**src/rtl/ldpc_phase_pkg.sv**
```systemverilog
package ldpc_phase_pkg;

	//////////////////////////////////////////////////
	// decoded flags of the phase counters
	// the *_last bits steer the fsm, the rest feed the
	// write-enable chains, the overlap logic and the
	// parallel-to-serial converters
	typedef struct packed {
		logic v2c_last;    // v2c shift at its top bit
		logic c2v_last;    // c2v shift at its top bit
		logic cnu_last;    // check-node depth at its top
		logic vnu_last;    // variable-node depth at its top
		logic cnu_second;  // second CNU_PIPE cycle
		logic vnu_second;  // second VNU_PIPE cycle
		logic vnu_mid;     // vnu depth one below its top
		logic v2c_load;    // load a new v2c word
		logic c2v_load;    // load a new c2v word
	} phase_flags_t;

endpackage

```
**src/rtl/ldpc_sched_pkg.sv**
```systemverilog
package ldpc_sched_pkg;

	//////////////////////////////////////////////////
	// decoder phase states
	typedef enum logic [3:0] {
		INIT_LOAD     = 4'd0,  // first cycle of a new frame
		LLR_FETCH     = 4'd1,  // channel llr fetched bit-serially
		LLR_FETCH_OUT = 4'd2,
		CNU_PIPE      = 4'd3,  // check-node pipeline filling
		CNU_OUT       = 4'd4,
		P2P_C         = 4'd5,  // c2v message shifted out bit by bit
		P2P_C_OUT     = 4'd6,
		VNU_PIPE      = 4'd7,  // variable-node pipeline filling
		VNU_OUT       = 4'd8,
		P2P_V         = 4'd9,  // v2c message shifted out bit by bit
		P2P_V_OUT     = 4'd10  // loops back to CNU_PIPE
	} dec_state_e;

	//////////////////////////////////////////////////
	// read and message strobes decoded from the state
	typedef struct packed {
		logic llr_fetch;   // channel llr read
		logic v2c_src;     // v2c source is channel llr
		logic v2c_msg_en;  // v2c serial path active
		logic cnu_rd;      // check-node ib-ram read
		logic c2v_msg_en;  // c2v serial path active
		logic vnu_rd;      // variable-node ib-ram read
		logic dnu_rd;      // decision-node ib-ram read
	} sched_strobe_t;

endpackage
```
**src/rtl/ldpc_sched_ctrl.sv**
```systemverilog
`timescale 1ns/10ps

module ldpc_sched_ctrl #(
	parameter int QUAN_SIZE           = 4,     // message bit width
	parameter int CNU_DEPTH           = 4,     // check-node pipeline depth
	parameter int VNU_DEPTH           = 2,     // variable-node pipeline depth, 2 or more
	parameter int CN_STAGES           = 2,     // check-node decomposition stages
	parameter int VN_STAGES           = 2,     // variable-node decomposition stages
	parameter bit INIT_INTER_FRAME_EN = 1'b0
) (
	input  logic                          read_clk,
	input  logic                          rstn,
	input  logic                          fsm_en_i,
	input  logic                          termination_i,
	input  logic                          inter_frame_align_i,
	output ldpc_sched_pkg::dec_state_e    state_o,
	output ldpc_sched_pkg::sched_strobe_t strobes_o,
	output logic                          v2c_load_o,  // parallel-to-serial load, v2c
	output logic                          c2v_load_o,  // parallel-to-serial load, c2v
	output logic [CN_STAGES-1:0]          cn_ram_we_o,
	output logic [VN_STAGES-1:0]          vn_ram_we_o,
	output logic                          dn_ram_we_o,
	output logic                          inter_frame_en_o,
	output logic                          de_frame_start_o
);

	ldpc_phase_pkg::phase_flags_t flags;
	logic                         cn_we_clr;
	logic                         vn_we_clr;
	logic [VN_STAGES:0]           vn_we;  // vn stages plus the trailing dn bit

	//////////////////////////////////////////////////
	// schedule core
	phase_timer #(
		.QUAN_SIZE (QUAN_SIZE),
		.CNU_DEPTH (CNU_DEPTH),
		.VNU_DEPTH (VNU_DEPTH)
	) u_phase_timer (
		.read_clk (read_clk),
		.rstn     (rstn),
		.state_i  (state_o),
		.flags_o  (flags)
	);

	decode_fsm u_decode_fsm (
		.read_clk      (read_clk),
		.rstn          (rstn),
		.fsm_en_i      (fsm_en_i),
		.termination_i (termination_i),
		.flags_i       (flags),
		.state_o       (state_o),
		.strobes_o     (strobes_o),
		.cn_we_clr_o   (cn_we_clr),
		.vn_we_clr_o   (vn_we_clr)
	);

	assign v2c_load_o = flags.v2c_load;
	assign c2v_load_o = flags.c2v_load;

	//////////////////////////////////////////////////
	// node ram write-enable chains
	ram_we_chain #(.LEN(CN_STAGES)) cn_chain (
		.read_clk (read_clk),
		.rstn     (rstn),
		.fsm_en_i (fsm_en_i),
		.set_i    (flags.cnu_second),
		.clr_i    (cn_we_clr),
		.we_o     (cn_ram_we_o)
	);

	// dn enable rides one stage behind the last vn stage
	ram_we_chain #(.LEN(VN_STAGES+1)) vn_chain (
		.read_clk (read_clk),
		.rstn     (rstn),
		.fsm_en_i (fsm_en_i),
		.set_i    (flags.vnu_second),
		.clr_i    (vn_we_clr),
		.we_o     (vn_we)
	);

	assign vn_ram_we_o = vn_we[VN_STAGES-1:0];
	assign dn_ram_we_o = vn_we[VN_STAGES];

	frame_overlap_ctrl #(
		.INIT_INTER_FRAME_EN (INIT_INTER_FRAME_EN)
	) u_frame_overlap_ctrl (
		.read_clk            (read_clk),
		.rstn                (rstn),
		.fsm_en_i            (fsm_en_i),
		.termination_i       (termination_i),
		.inter_frame_align_i (inter_frame_align_i),
		.state_i             (state_o),
		.flags_i             (flags),
		.inter_frame_en_o    (inter_frame_en_o),
		.de_frame_start_o    (de_frame_start_o)
	);

endmodule

```
**src/rtl/frame_overlap_ctrl.sv**
```systemverilog
`timescale 1ns/10ps

module frame_overlap_ctrl #(
	parameter bit INIT_INTER_FRAME_EN = 1'b0
) (
	input  logic                         read_clk,
	input  logic                         rstn,
	input  logic                         fsm_en_i,
	input  logic                         termination_i,
	input  logic                         inter_frame_align_i,  // other frame reached its sync point
	input  ldpc_sched_pkg::dec_state_e   state_i,
	input  ldpc_phase_pkg::phase_flags_t flags_i,
	output logic                         inter_frame_en_o,     // lets the second frame start
	output logic                         de_frame_start_o      // current frame has begun decoding
);

	logic ife_set;

	//////////////////////////////////////////////////
	// inter-frame enable
	// set at the tail of the llr fetch (first iteration), the tail of
	// P2P_V and one step before the vnu pipe tops out
	assign ife_set = (flags_i.v2c_last && (state_i == ldpc_sched_pkg::LLR_FETCH)) ||
		(flags_i.v2c_last && (state_i == ldpc_sched_pkg::P2P_V)) ||
		flags_i.vnu_mid;

	always_ff @(posedge read_clk or negedge rstn) begin
		if (!rstn)
			inter_frame_en_o <= INIT_INTER_FRAME_EN;
		else if (!fsm_en_i)
			inter_frame_en_o <= INIT_INTER_FRAME_EN;  // back to power-up value
		else if (ife_set)
			inter_frame_en_o <= 1'b1;  // set wins over align
		else if (inter_frame_align_i)
			inter_frame_en_o <= 1'b0;
	end

	// frame start flag, dropped once termination hits a check pass
	always_ff @(posedge read_clk or negedge rstn) begin
		if (!rstn)
			de_frame_start_o <= 1'b0;
		else if (state_i == ldpc_sched_pkg::INIT_LOAD)
			de_frame_start_o <= 1'b1;
		else if (state_i == ldpc_sched_pkg::CNU_PIPE && termination_i)
			de_frame_start_o <= 1'b0;
	end

endmodule

```
**src/rtl/ram_we_chain.sv**
```systemverilog
`timescale 1ns/10ps

module ram_we_chain #(
	parameter int LEN = 2  // number of ripple stages
) (
	input  logic           read_clk,
	input  logic           rstn,
	input  logic           fsm_en_i,  // low empties the chain
	input  logic           set_i,     // raise the head flop
	input  logic           clr_i,     // drop the head flop
	output logic [LEN-1:0] we_o
);

	//////////////////////////////////////////////////
	// head flop plus ripple
	// stage k follows stage k-1 one cycle later, so the
	// decomposition stages of a node update in turn
	always_ff @(posedge read_clk or negedge rstn) begin
		if (!rstn) begin
			we_o <= '0;
		end else if (!fsm_en_i) begin
			we_o <= '0;
		end else begin
			if (set_i)
				we_o[0] <= 1'b1;
			else if (clr_i)
				we_o[0] <= 1'b0;
			for (int k = 1; k < LEN; k++) begin
				we_o[k] <= we_o[k-1];  // ripple
			end
		end
	end

	// set comes from the pipe counter and clr from the fsm, the schedule keeps them apart
	a_set_clr_excl: assert property (@(posedge read_clk) disable iff (!rstn)
		!(set_i && clr_i))
		else $error("write-enable chain set and cleared in the same cycle");

endmodule

```
**src/rtl/decode_fsm.sv**
```systemverilog
`timescale 1ns/10ps

module decode_fsm (
	input  logic                         read_clk,
	input  logic                         rstn,
	input  logic                         fsm_en_i,       // low holds INIT_LOAD
	input  logic                         termination_i,  // current frame done
	input  ldpc_phase_pkg::phase_flags_t flags_i,
	output ldpc_sched_pkg::dec_state_e   state_o,
	output ldpc_sched_pkg::sched_strobe_t strobes_o,
	output logic                         cn_we_clr_o,    // drops the cn ram we chain
	output logic                         vn_we_clr_o     // drops the vn ram we chain
);

	ldpc_sched_pkg::dec_state_e state_q;
	ldpc_sched_pkg::dec_state_e state_d;

	//////////////////////////////////////////////////
	// next-state logic
	always_comb begin
		state_d = state_q;
		if (!fsm_en_i || termination_i) begin
			state_d = ldpc_sched_pkg::INIT_LOAD;  // disable or termination restarts the frame
		end else begin
			case (state_q)
				ldpc_sched_pkg::INIT_LOAD:
					state_d = ldpc_sched_pkg::LLR_FETCH;  // init load runs beside the fetch
				ldpc_sched_pkg::LLR_FETCH: begin
					if (flags_i.v2c_last)
						state_d = ldpc_sched_pkg::LLR_FETCH_OUT;
				end
				ldpc_sched_pkg::LLR_FETCH_OUT:
					state_d = ldpc_sched_pkg::CNU_PIPE;
				ldpc_sched_pkg::CNU_PIPE: begin
					if (flags_i.cnu_last)
						state_d = ldpc_sched_pkg::CNU_OUT;
				end
				ldpc_sched_pkg::CNU_OUT:
					state_d = ldpc_sched_pkg::P2P_C;
				ldpc_sched_pkg::P2P_C: begin
					if (flags_i.c2v_last)
						state_d = ldpc_sched_pkg::P2P_C_OUT;
				end
				ldpc_sched_pkg::P2P_C_OUT:
					state_d = ldpc_sched_pkg::VNU_PIPE;
				ldpc_sched_pkg::VNU_PIPE: begin
					if (flags_i.vnu_last)
						state_d = ldpc_sched_pkg::VNU_OUT;
				end
				ldpc_sched_pkg::VNU_OUT:
					state_d = ldpc_sched_pkg::P2P_V;
				ldpc_sched_pkg::P2P_V: begin
					if (flags_i.v2c_last)
						state_d = ldpc_sched_pkg::P2P_V_OUT;
				end
				ldpc_sched_pkg::P2P_V_OUT:
					state_d = ldpc_sched_pkg::CNU_PIPE;  // next iteration
				default:
					state_d = ldpc_sched_pkg::INIT_LOAD;
			endcase
		end
	end

	always_ff @(posedge read_clk or negedge rstn) begin
		if (!rstn)
			state_q <= ldpc_sched_pkg::INIT_LOAD;
		else
			state_q <= state_d;
	end

	assign state_o = state_q;

	//////////////////////////////////////////////////
	// strobe and clear decode, purely from the state
	always_comb begin
		strobes_o.llr_fetch  = (state_q == ldpc_sched_pkg::INIT_LOAD) ||
			(state_q == ldpc_sched_pkg::LLR_FETCH);
		strobes_o.v2c_src    = strobes_o.llr_fetch;  // channel llr feeds v2c while fetching
		strobes_o.v2c_msg_en = strobes_o.llr_fetch ||
			(state_q == ldpc_sched_pkg::VNU_OUT) || (state_q == ldpc_sched_pkg::P2P_V);
		strobes_o.cnu_rd     = (state_q == ldpc_sched_pkg::LLR_FETCH_OUT) ||
			(state_q == ldpc_sched_pkg::CNU_PIPE) || (state_q == ldpc_sched_pkg::P2P_V_OUT);
		strobes_o.c2v_msg_en = (state_q == ldpc_sched_pkg::CNU_OUT) ||
			(state_q == ldpc_sched_pkg::P2P_C);
		strobes_o.vnu_rd     = (state_q == ldpc_sched_pkg::P2P_C_OUT) ||
			(state_q == ldpc_sched_pkg::VNU_PIPE);
		strobes_o.dnu_rd     = (state_q == ldpc_sched_pkg::P2P_V);
	end

	assign cn_we_clr_o = (state_q == ldpc_sched_pkg::P2P_V_OUT);  // cn ram done for this pass
	assign vn_we_clr_o = (state_q == ldpc_sched_pkg::P2P_C_OUT);

	// state register only ever holds one of the eleven phases
	a_state_legal: assert property (@(posedge read_clk) disable iff (!rstn)
		!$isunknown(state_q) && (state_q <= ldpc_sched_pkg::P2P_V_OUT))
		else $error("decoder state left the legal range");

endmodule

```
**src/rtl/phase_timer.sv**
```systemverilog
`timescale 1ns/10ps

module phase_timer #(
	parameter int QUAN_SIZE = 4,  // message bit width
	parameter int CNU_DEPTH = 4,  // check-node pipeline depth
	parameter int VNU_DEPTH = 2   // variable-node pipeline depth, 2 or more
) (
	input  logic                         read_clk,
	input  logic                         rstn,
	input  ldpc_sched_pkg::dec_state_e   state_i,
	output ldpc_phase_pkg::phase_flags_t flags_o
);

	logic [QUAN_SIZE:0]   v2c_sr;   // one-hot bit position of the v2c transfer
	logic [QUAN_SIZE:0]   c2v_sr;   // one-hot bit position of the c2v transfer
	logic [CNU_DEPTH-1:0] cnu_lvl;  // one-hot check-node pipe level
	logic [VNU_DEPTH-1:0] vnu_lvl;  // one-hot variable-node pipe level
	logic                 in_cnu_pipe;
	logic                 in_vnu_pipe;

	assign in_cnu_pipe = (state_i == ldpc_sched_pkg::CNU_PIPE);
	assign in_vnu_pipe = (state_i == ldpc_sched_pkg::VNU_PIPE);

	//////////////////////////////////////////////////
	// bit-serial message counters

	// v2c: armed in INIT_LOAD / VNU_OUT, walks one bit per cycle
	always_ff @(posedge read_clk or negedge rstn) begin
		if (!rstn)
			v2c_sr <= '0;
		else if (state_i == ldpc_sched_pkg::INIT_LOAD || state_i == ldpc_sched_pkg::VNU_OUT)
			v2c_sr <= (QUAN_SIZE+1)'(1);
		else if (state_i == ldpc_sched_pkg::LLR_FETCH || state_i == ldpc_sched_pkg::P2P_V)
			v2c_sr <= v2c_sr << 1;
	end

	always_ff @(posedge read_clk or negedge rstn) begin
		if (!rstn)
			c2v_sr <= '0;
		else if (state_i == ldpc_sched_pkg::CNU_OUT)
			c2v_sr <= (QUAN_SIZE+1)'(1);  // armed one cycle ahead of P2P_C
		else if (state_i == ldpc_sched_pkg::P2P_C)
			c2v_sr <= c2v_sr << 1;
	end

	//////////////////////////////////////////////////
	// node pipeline depth counters
	// zero on the first pipe cycle, bit 0 on the second, ...
	always_ff @(posedge read_clk or negedge rstn) begin
		if (!rstn)
			cnu_lvl <= '0;
		else if (!in_cnu_pipe)
			cnu_lvl <= '0;
		else if (cnu_lvl == '0)
			cnu_lvl <= CNU_DEPTH'(1);
		else
			cnu_lvl <= cnu_lvl << 1;  // top bit drops out as the fsm leaves
	end

	always_ff @(posedge read_clk or negedge rstn) begin
		if (!rstn)
			vnu_lvl <= '0;
		else if (!in_vnu_pipe)
			vnu_lvl <= '0;
		else if (vnu_lvl == '0)
			vnu_lvl <= VNU_DEPTH'(1);
		else
			vnu_lvl <= vnu_lvl << 1;
	end

	// flag decode
	always_comb begin
		flags_o.v2c_last   = v2c_sr[QUAN_SIZE-1];  // last of Q transfer cycles
		flags_o.c2v_last   = c2v_sr[QUAN_SIZE-1];
		flags_o.cnu_last   = cnu_lvl[CNU_DEPTH-1];
		flags_o.vnu_last   = vnu_lvl[VNU_DEPTH-1];
		flags_o.cnu_second = in_cnu_pipe && cnu_lvl[0];  // gated, a stale level can outlive the pipe
		flags_o.vnu_second = in_vnu_pipe && vnu_lvl[0];
		flags_o.vnu_mid    = in_vnu_pipe && vnu_lvl[VNU_DEPTH-2];
		flags_o.v2c_load   = v2c_sr[0] &&
			(state_i == ldpc_sched_pkg::LLR_FETCH || state_i == ldpc_sched_pkg::P2P_V);
		flags_o.c2v_load   = c2v_sr[0] && (state_i == ldpc_sched_pkg::P2P_C);
	end

	// message and depth counters never hold more than one token
	a_onehot_counters: assert property (@(posedge read_clk) disable iff (!rstn)
		$onehot0(v2c_sr) && $onehot0(c2v_sr) && $onehot0(cnu_lvl) && $onehot0(vnu_lvl))
		else $error("phase counter lost its one-hot token");

endmodule

```
**config.mk**
```make
export PLATFORM = sky130hd
export DESIGN_NAME = ldpc_sched_ctrl
export DESIGN_NICKNAME = d
export VERILOG_FILES = /design/src/rtl/ldpc_phase_pkg.sv /design/src/rtl/ldpc_sched_pkg.sv /design/src/rtl/ldpc_sched_ctrl.sv /design/src/rtl/frame_overlap_ctrl.sv /design/src/rtl/ram_we_chain.sv /design/src/rtl/decode_fsm.sv /design/src/rtl/phase_timer.sv
export SDC_FILE = /design/constraint.sdc
export NUM_CORES = 1
export LEC_CHECK = 0
export BUFFER_PORTS_ARGS = -buffer_cell sky130_fd_sc_hd__buf_2
export CORE_UTILIZATION = 52
export DETAILED_ROUTE_END_ITERATION = 8
export GPL_TIMING_DRIVEN = 1
export PLACE_DENSITY = 0.76
export SYNTH_ARGS = -nofsm -noshare
export SYNTH_HDL_FRONTEND = slang
export SYNTH_SLANG_ARGS = --single-unit
```
**constraint.sdc**
```tcl
create_clock -name read_clk -period 1.7 [get_ports read_clk]
set_input_delay 0.085 -clock read_clk [delete_from_list [all_inputs] [get_ports read_clk]]
set_output_delay 0.085 -clock read_clk [all_outputs]
set_load 0.01 [all_outputs]
```
==> flow_metrics.env <==
export IMPL_status="finished, final reports clean"
export IMPL_cts_made_buffers=3
export IMPL_gr_usage_all_layers=0.2073
export IMPL_synthTopCellsByArea="dfrtp_1 52%, and3_1 3.7%, a21oi_1 3.4%"
export IMPL_synth_cells=118
export IMPL_clock_sinks=25
export IMPL_die_w_um=49.94
export IMPL_grt_setup_unrepaired="false"
export IMPL_maxSlewHeadroom=0.6296
export IMPL_htree_levels=1
export IMPL_crit_chain="or3b_4 > clkinv_4 > and3_4 > buf_2"
export IMPL_synth_area_um2=1195
export IMPL_insertion_delay_ns=0.31
export IMPL_via_count=956
export IMPL_drc=0
export IMPL_dieArea_um2=2494
export IMPL_wirelength_mm=2.311
export IMPL_syn_nets=123
export IMPL_area_delta_synth_final_pct=15.71
export IMPL_port_buffers=24
export IMPL_synthSimpleGateAreaFrac=0.2534
export IMPL_setup_ws_ns=0.09116
export IMPL_timing_fmax_ghz=0.6216
export IMPL_synth_xor_area_frac=0
export IMPL_arrival_ns=1.52
export IMPL_clk_pin_slew_ns=0.12
export IMPL_synth_seq_cells=25
export IMPL_first_global_vias=867
export IMPL_dp_hpwl_mm=1.657
export IMPL_cp_max_fo=6
export IMPL_viasPerCell=5.657
export IMPL_skew_ns=0.005625
export IMPL_post_place_ws_ns=0.3434
export IMPL_finalNetCount=148
export IMPL_critPathCaptureType="output pin"
export IMPL_die_h_um=49.94
export IMPL_ant_nets=0
export IMPL_clk_path_buf_depth=2
export IMPL_avgSynthCellArea_um2=10.13
export IMPL_hp_start="fsm_en_i"
export IMPL_final_common_cell="dfrtp_1"
export IMPL_synthMuxAreaShare=0.01885
export IMPL_cts_tree="yes"
export IMPL_wl_per_cell_um=13.67
export IMPL_gp_congestion=0.8148
export IMPL_r2r_start="u_decode_fsm.state_o[1]"
export IMPL_start_util=0.5795
export IMPL_drt_iter0_drc=18
export IMPL_yosys_warnings=0
export IMPL_dr_pass1_iters=4
export IMPL_maxSlewViolCount=0
export IMPL_drive_above_1_share=0.2676
export IMPL_cts_root_buffer="clkbuf_4"
export IMPL_fin_crit_ns=1.609
export IMPL_tns_ns=0
export IMPL_critical_path_max_stage_delay_ns=0.44
export IMPL_power_static_leakage_nw=0.7089
export IMPL_synth_top_family_by_area="simple AND/OR/NAND/NOR gates"
export IMPL_synth_area_leader_cell="dfrtp_1"
export IMPL_post_cts_setup_buffer_count=0
export IMPL_io_pins=25
export IMPL_core_area_um2=2062
export IMPL_period_share=0.9464
export IMPL_antenna_found_initial=0
export IMPL_grt_pass1_wl_mm=3.884
export IMPL_setup_violations=0
export IMPL_synth_top_cell_area_share=0.5236
export IMPL_crit_start="u_decode_fsm.state_o[2]"
export IMPL_num_antenna_cells=0
export IMPL_yosysUniqueCellTypes=40
export IMPL_grt_overflow_total=0
export IMPL_fin_hold_ws_ns=0.06167
export IMPL_rows=16
export IMPL_hold_viol=0
export IMPL_grt_max_degree=26
export IMPL_ys_seq_area_frac=0.5236
export IMPL_worstSetupStartpointType="register"
export IMPL_critical_path_required_ns=1.62
export IMPL_layout_common_cells="25 x dfrtp_1, 24 x buf_2, 8 x nand2_1, 8 x a21oi_1, 7 x and3_1"
export IMPL_worst_pin_slew_ns=0.5556
export IMPL_pwr_density_cell_nw_per_um2=680.9
export IMPL_synth_compound_area_frac=0.1393
export IMPL_crit_slowest_cell="or3b_4"
export IMPL_cap_violations=0
export IMPL_criticalPathCategory="register to output pin"
export IMPL_hold_class="primary input to register"
export IMPL_max_vdd_ir_drop_mv=0.5256
export IMPL_synthAdderAreaFrac=0
[sequential cells by signal, summed over array words and instances (netlist names)]
register	cells
u_frame_overlap_ctrl.inter_frame_en_o	1
u_phase_timer.cnu_lvl	4
u_phase_timer.vnu_lvl	2
u_decode_fsm.state_o	4
u_frame_overlap_ctrl.de_frame_start_o	1
cn_chain.we_o	2
u_phase_timer.v2c_sr	4
u_phase_timer.c2v_sr	4
vn_chain.we_o	3
[cells in the mapped netlist]
library cell / number
a21oi_1: 8
nand2b_1: 5
o21bai_1: 2
a32o_1: 1
nand4b_1: 1
a31oi_1: 2
a2bb2oi_1: 1
or3b_1: 1
mux2_1: 1
and4b_1: 1
and3_4: 1
and2_1: 5
clkbuf_1: 3
nor4b_1: 1
clkinv_4: 1
buf_6: 1
a21o_1: 1
nor4_1: 2
buf_1: 1
a211oi_1: 2
o31ai_1: 1
mux2_2: 1
nor3_1: 3
o21ai_1: 2
nor4bb_1: 1
o21ai_0: 3
o21a_1: 1
nor2_1: 3
and3_1: 7
o32ai_1: 2
inv_1: 4
nor2b_1: 1
nand3_1: 4
dfrtp_1: 25
nor3b_1: 3
nor2_2: 1
buf_4: 1
nand2_1: 8
nand3b_1: 2
buf_2: 4
[worst max-delay path, delay by kind of cell (launching register included)]
family,cells,cell delay [ns]
flip-flops,1,0.41
buffers and inverters,2,0.19
AND/OR/NAND/NOR,2,0.61
[cell type report]
| class | count | area [µm²] |
|---|---|---|
| inverter | 5 | 23.77 |
| timing repair buffer | 30 | 171.4 |
| tap | 27 | 33.78 |
| multi-input combinational | 78 | 501.7 |
| sequential | 25 | 625.6 |
| fill | 163 | 679.4 |
| clock buffer | 4 | 26.28 |
[cells by family (layout without fill, tap and decap cells)]
logic type / after synthesis / in the layout
flops: 25 / 25
simple gates: 50 / 50
buf+inv: 15 / 39
compound gates: 26 / 26
mux: 2 / 2
[per-layer routing]
layer,GRT usage,vias to the layer above,share of wire
met2,0.3221,30,0.44
met1,0.2888,457,0.50
met5,0,-,0
met4,0.07143,0,0.012
li1,-,465,-
met3,0.03704,4,0.048
[report_power, final]
group	leakage [nW]	switching [mW]	internal, mW
Clock	0.0150	0.163	0.0916
Combinational	0.357	0.0464	0.0284
Sequential	0.337	0.00656	0.605
Total	0.709	0.216	0.725
[repair_timing]
action,CTS,global route
endpoints found under the setup margin,0,3
hold buffers,1,0
endpoints found under the hold margin,25,0
resized for setup,0,4
[metrics by stage]
step,power (mW),cells,cell area (µm²),utilization
5_1_grt,0.9934,169,1383,0.6705
3_3_place_gp,0.6945,164,1333,0.6462
2_1_floorplan,0.6594,118,1195,-
4_1_cts,0.9480,169,1369,0.6638
6_report,0.9413,169,1383,0.6705
3_5_place_dp,0.6960,164,1333,0.6462
[final timing paths]
| check | to | slack (ns) | cells after the start |
|---|---|---|---|
| setup / recovery | c2v_load_o | 0.09 | 4 |
| hold / removal | u_frame_overlap_ctrl.inter_frame_en_o | 0.06 | 2 |
| setup reg to reg | u_decode_fsm.state_o[2] | 0.30 | 4 |
| hold reg to reg | u_phase_timer.vnu_lvl[0] | 0.48 | 1 |
| max in group asynchronous | u_frame_overlap_ctrl.inter_frame_en_o | 1.05 | 2 |
| min in group asynchronous | u_decode_fsm.state_o[0] | 0.28 | 2 |
Note: power is estimated with default switching activity, not from simulation.
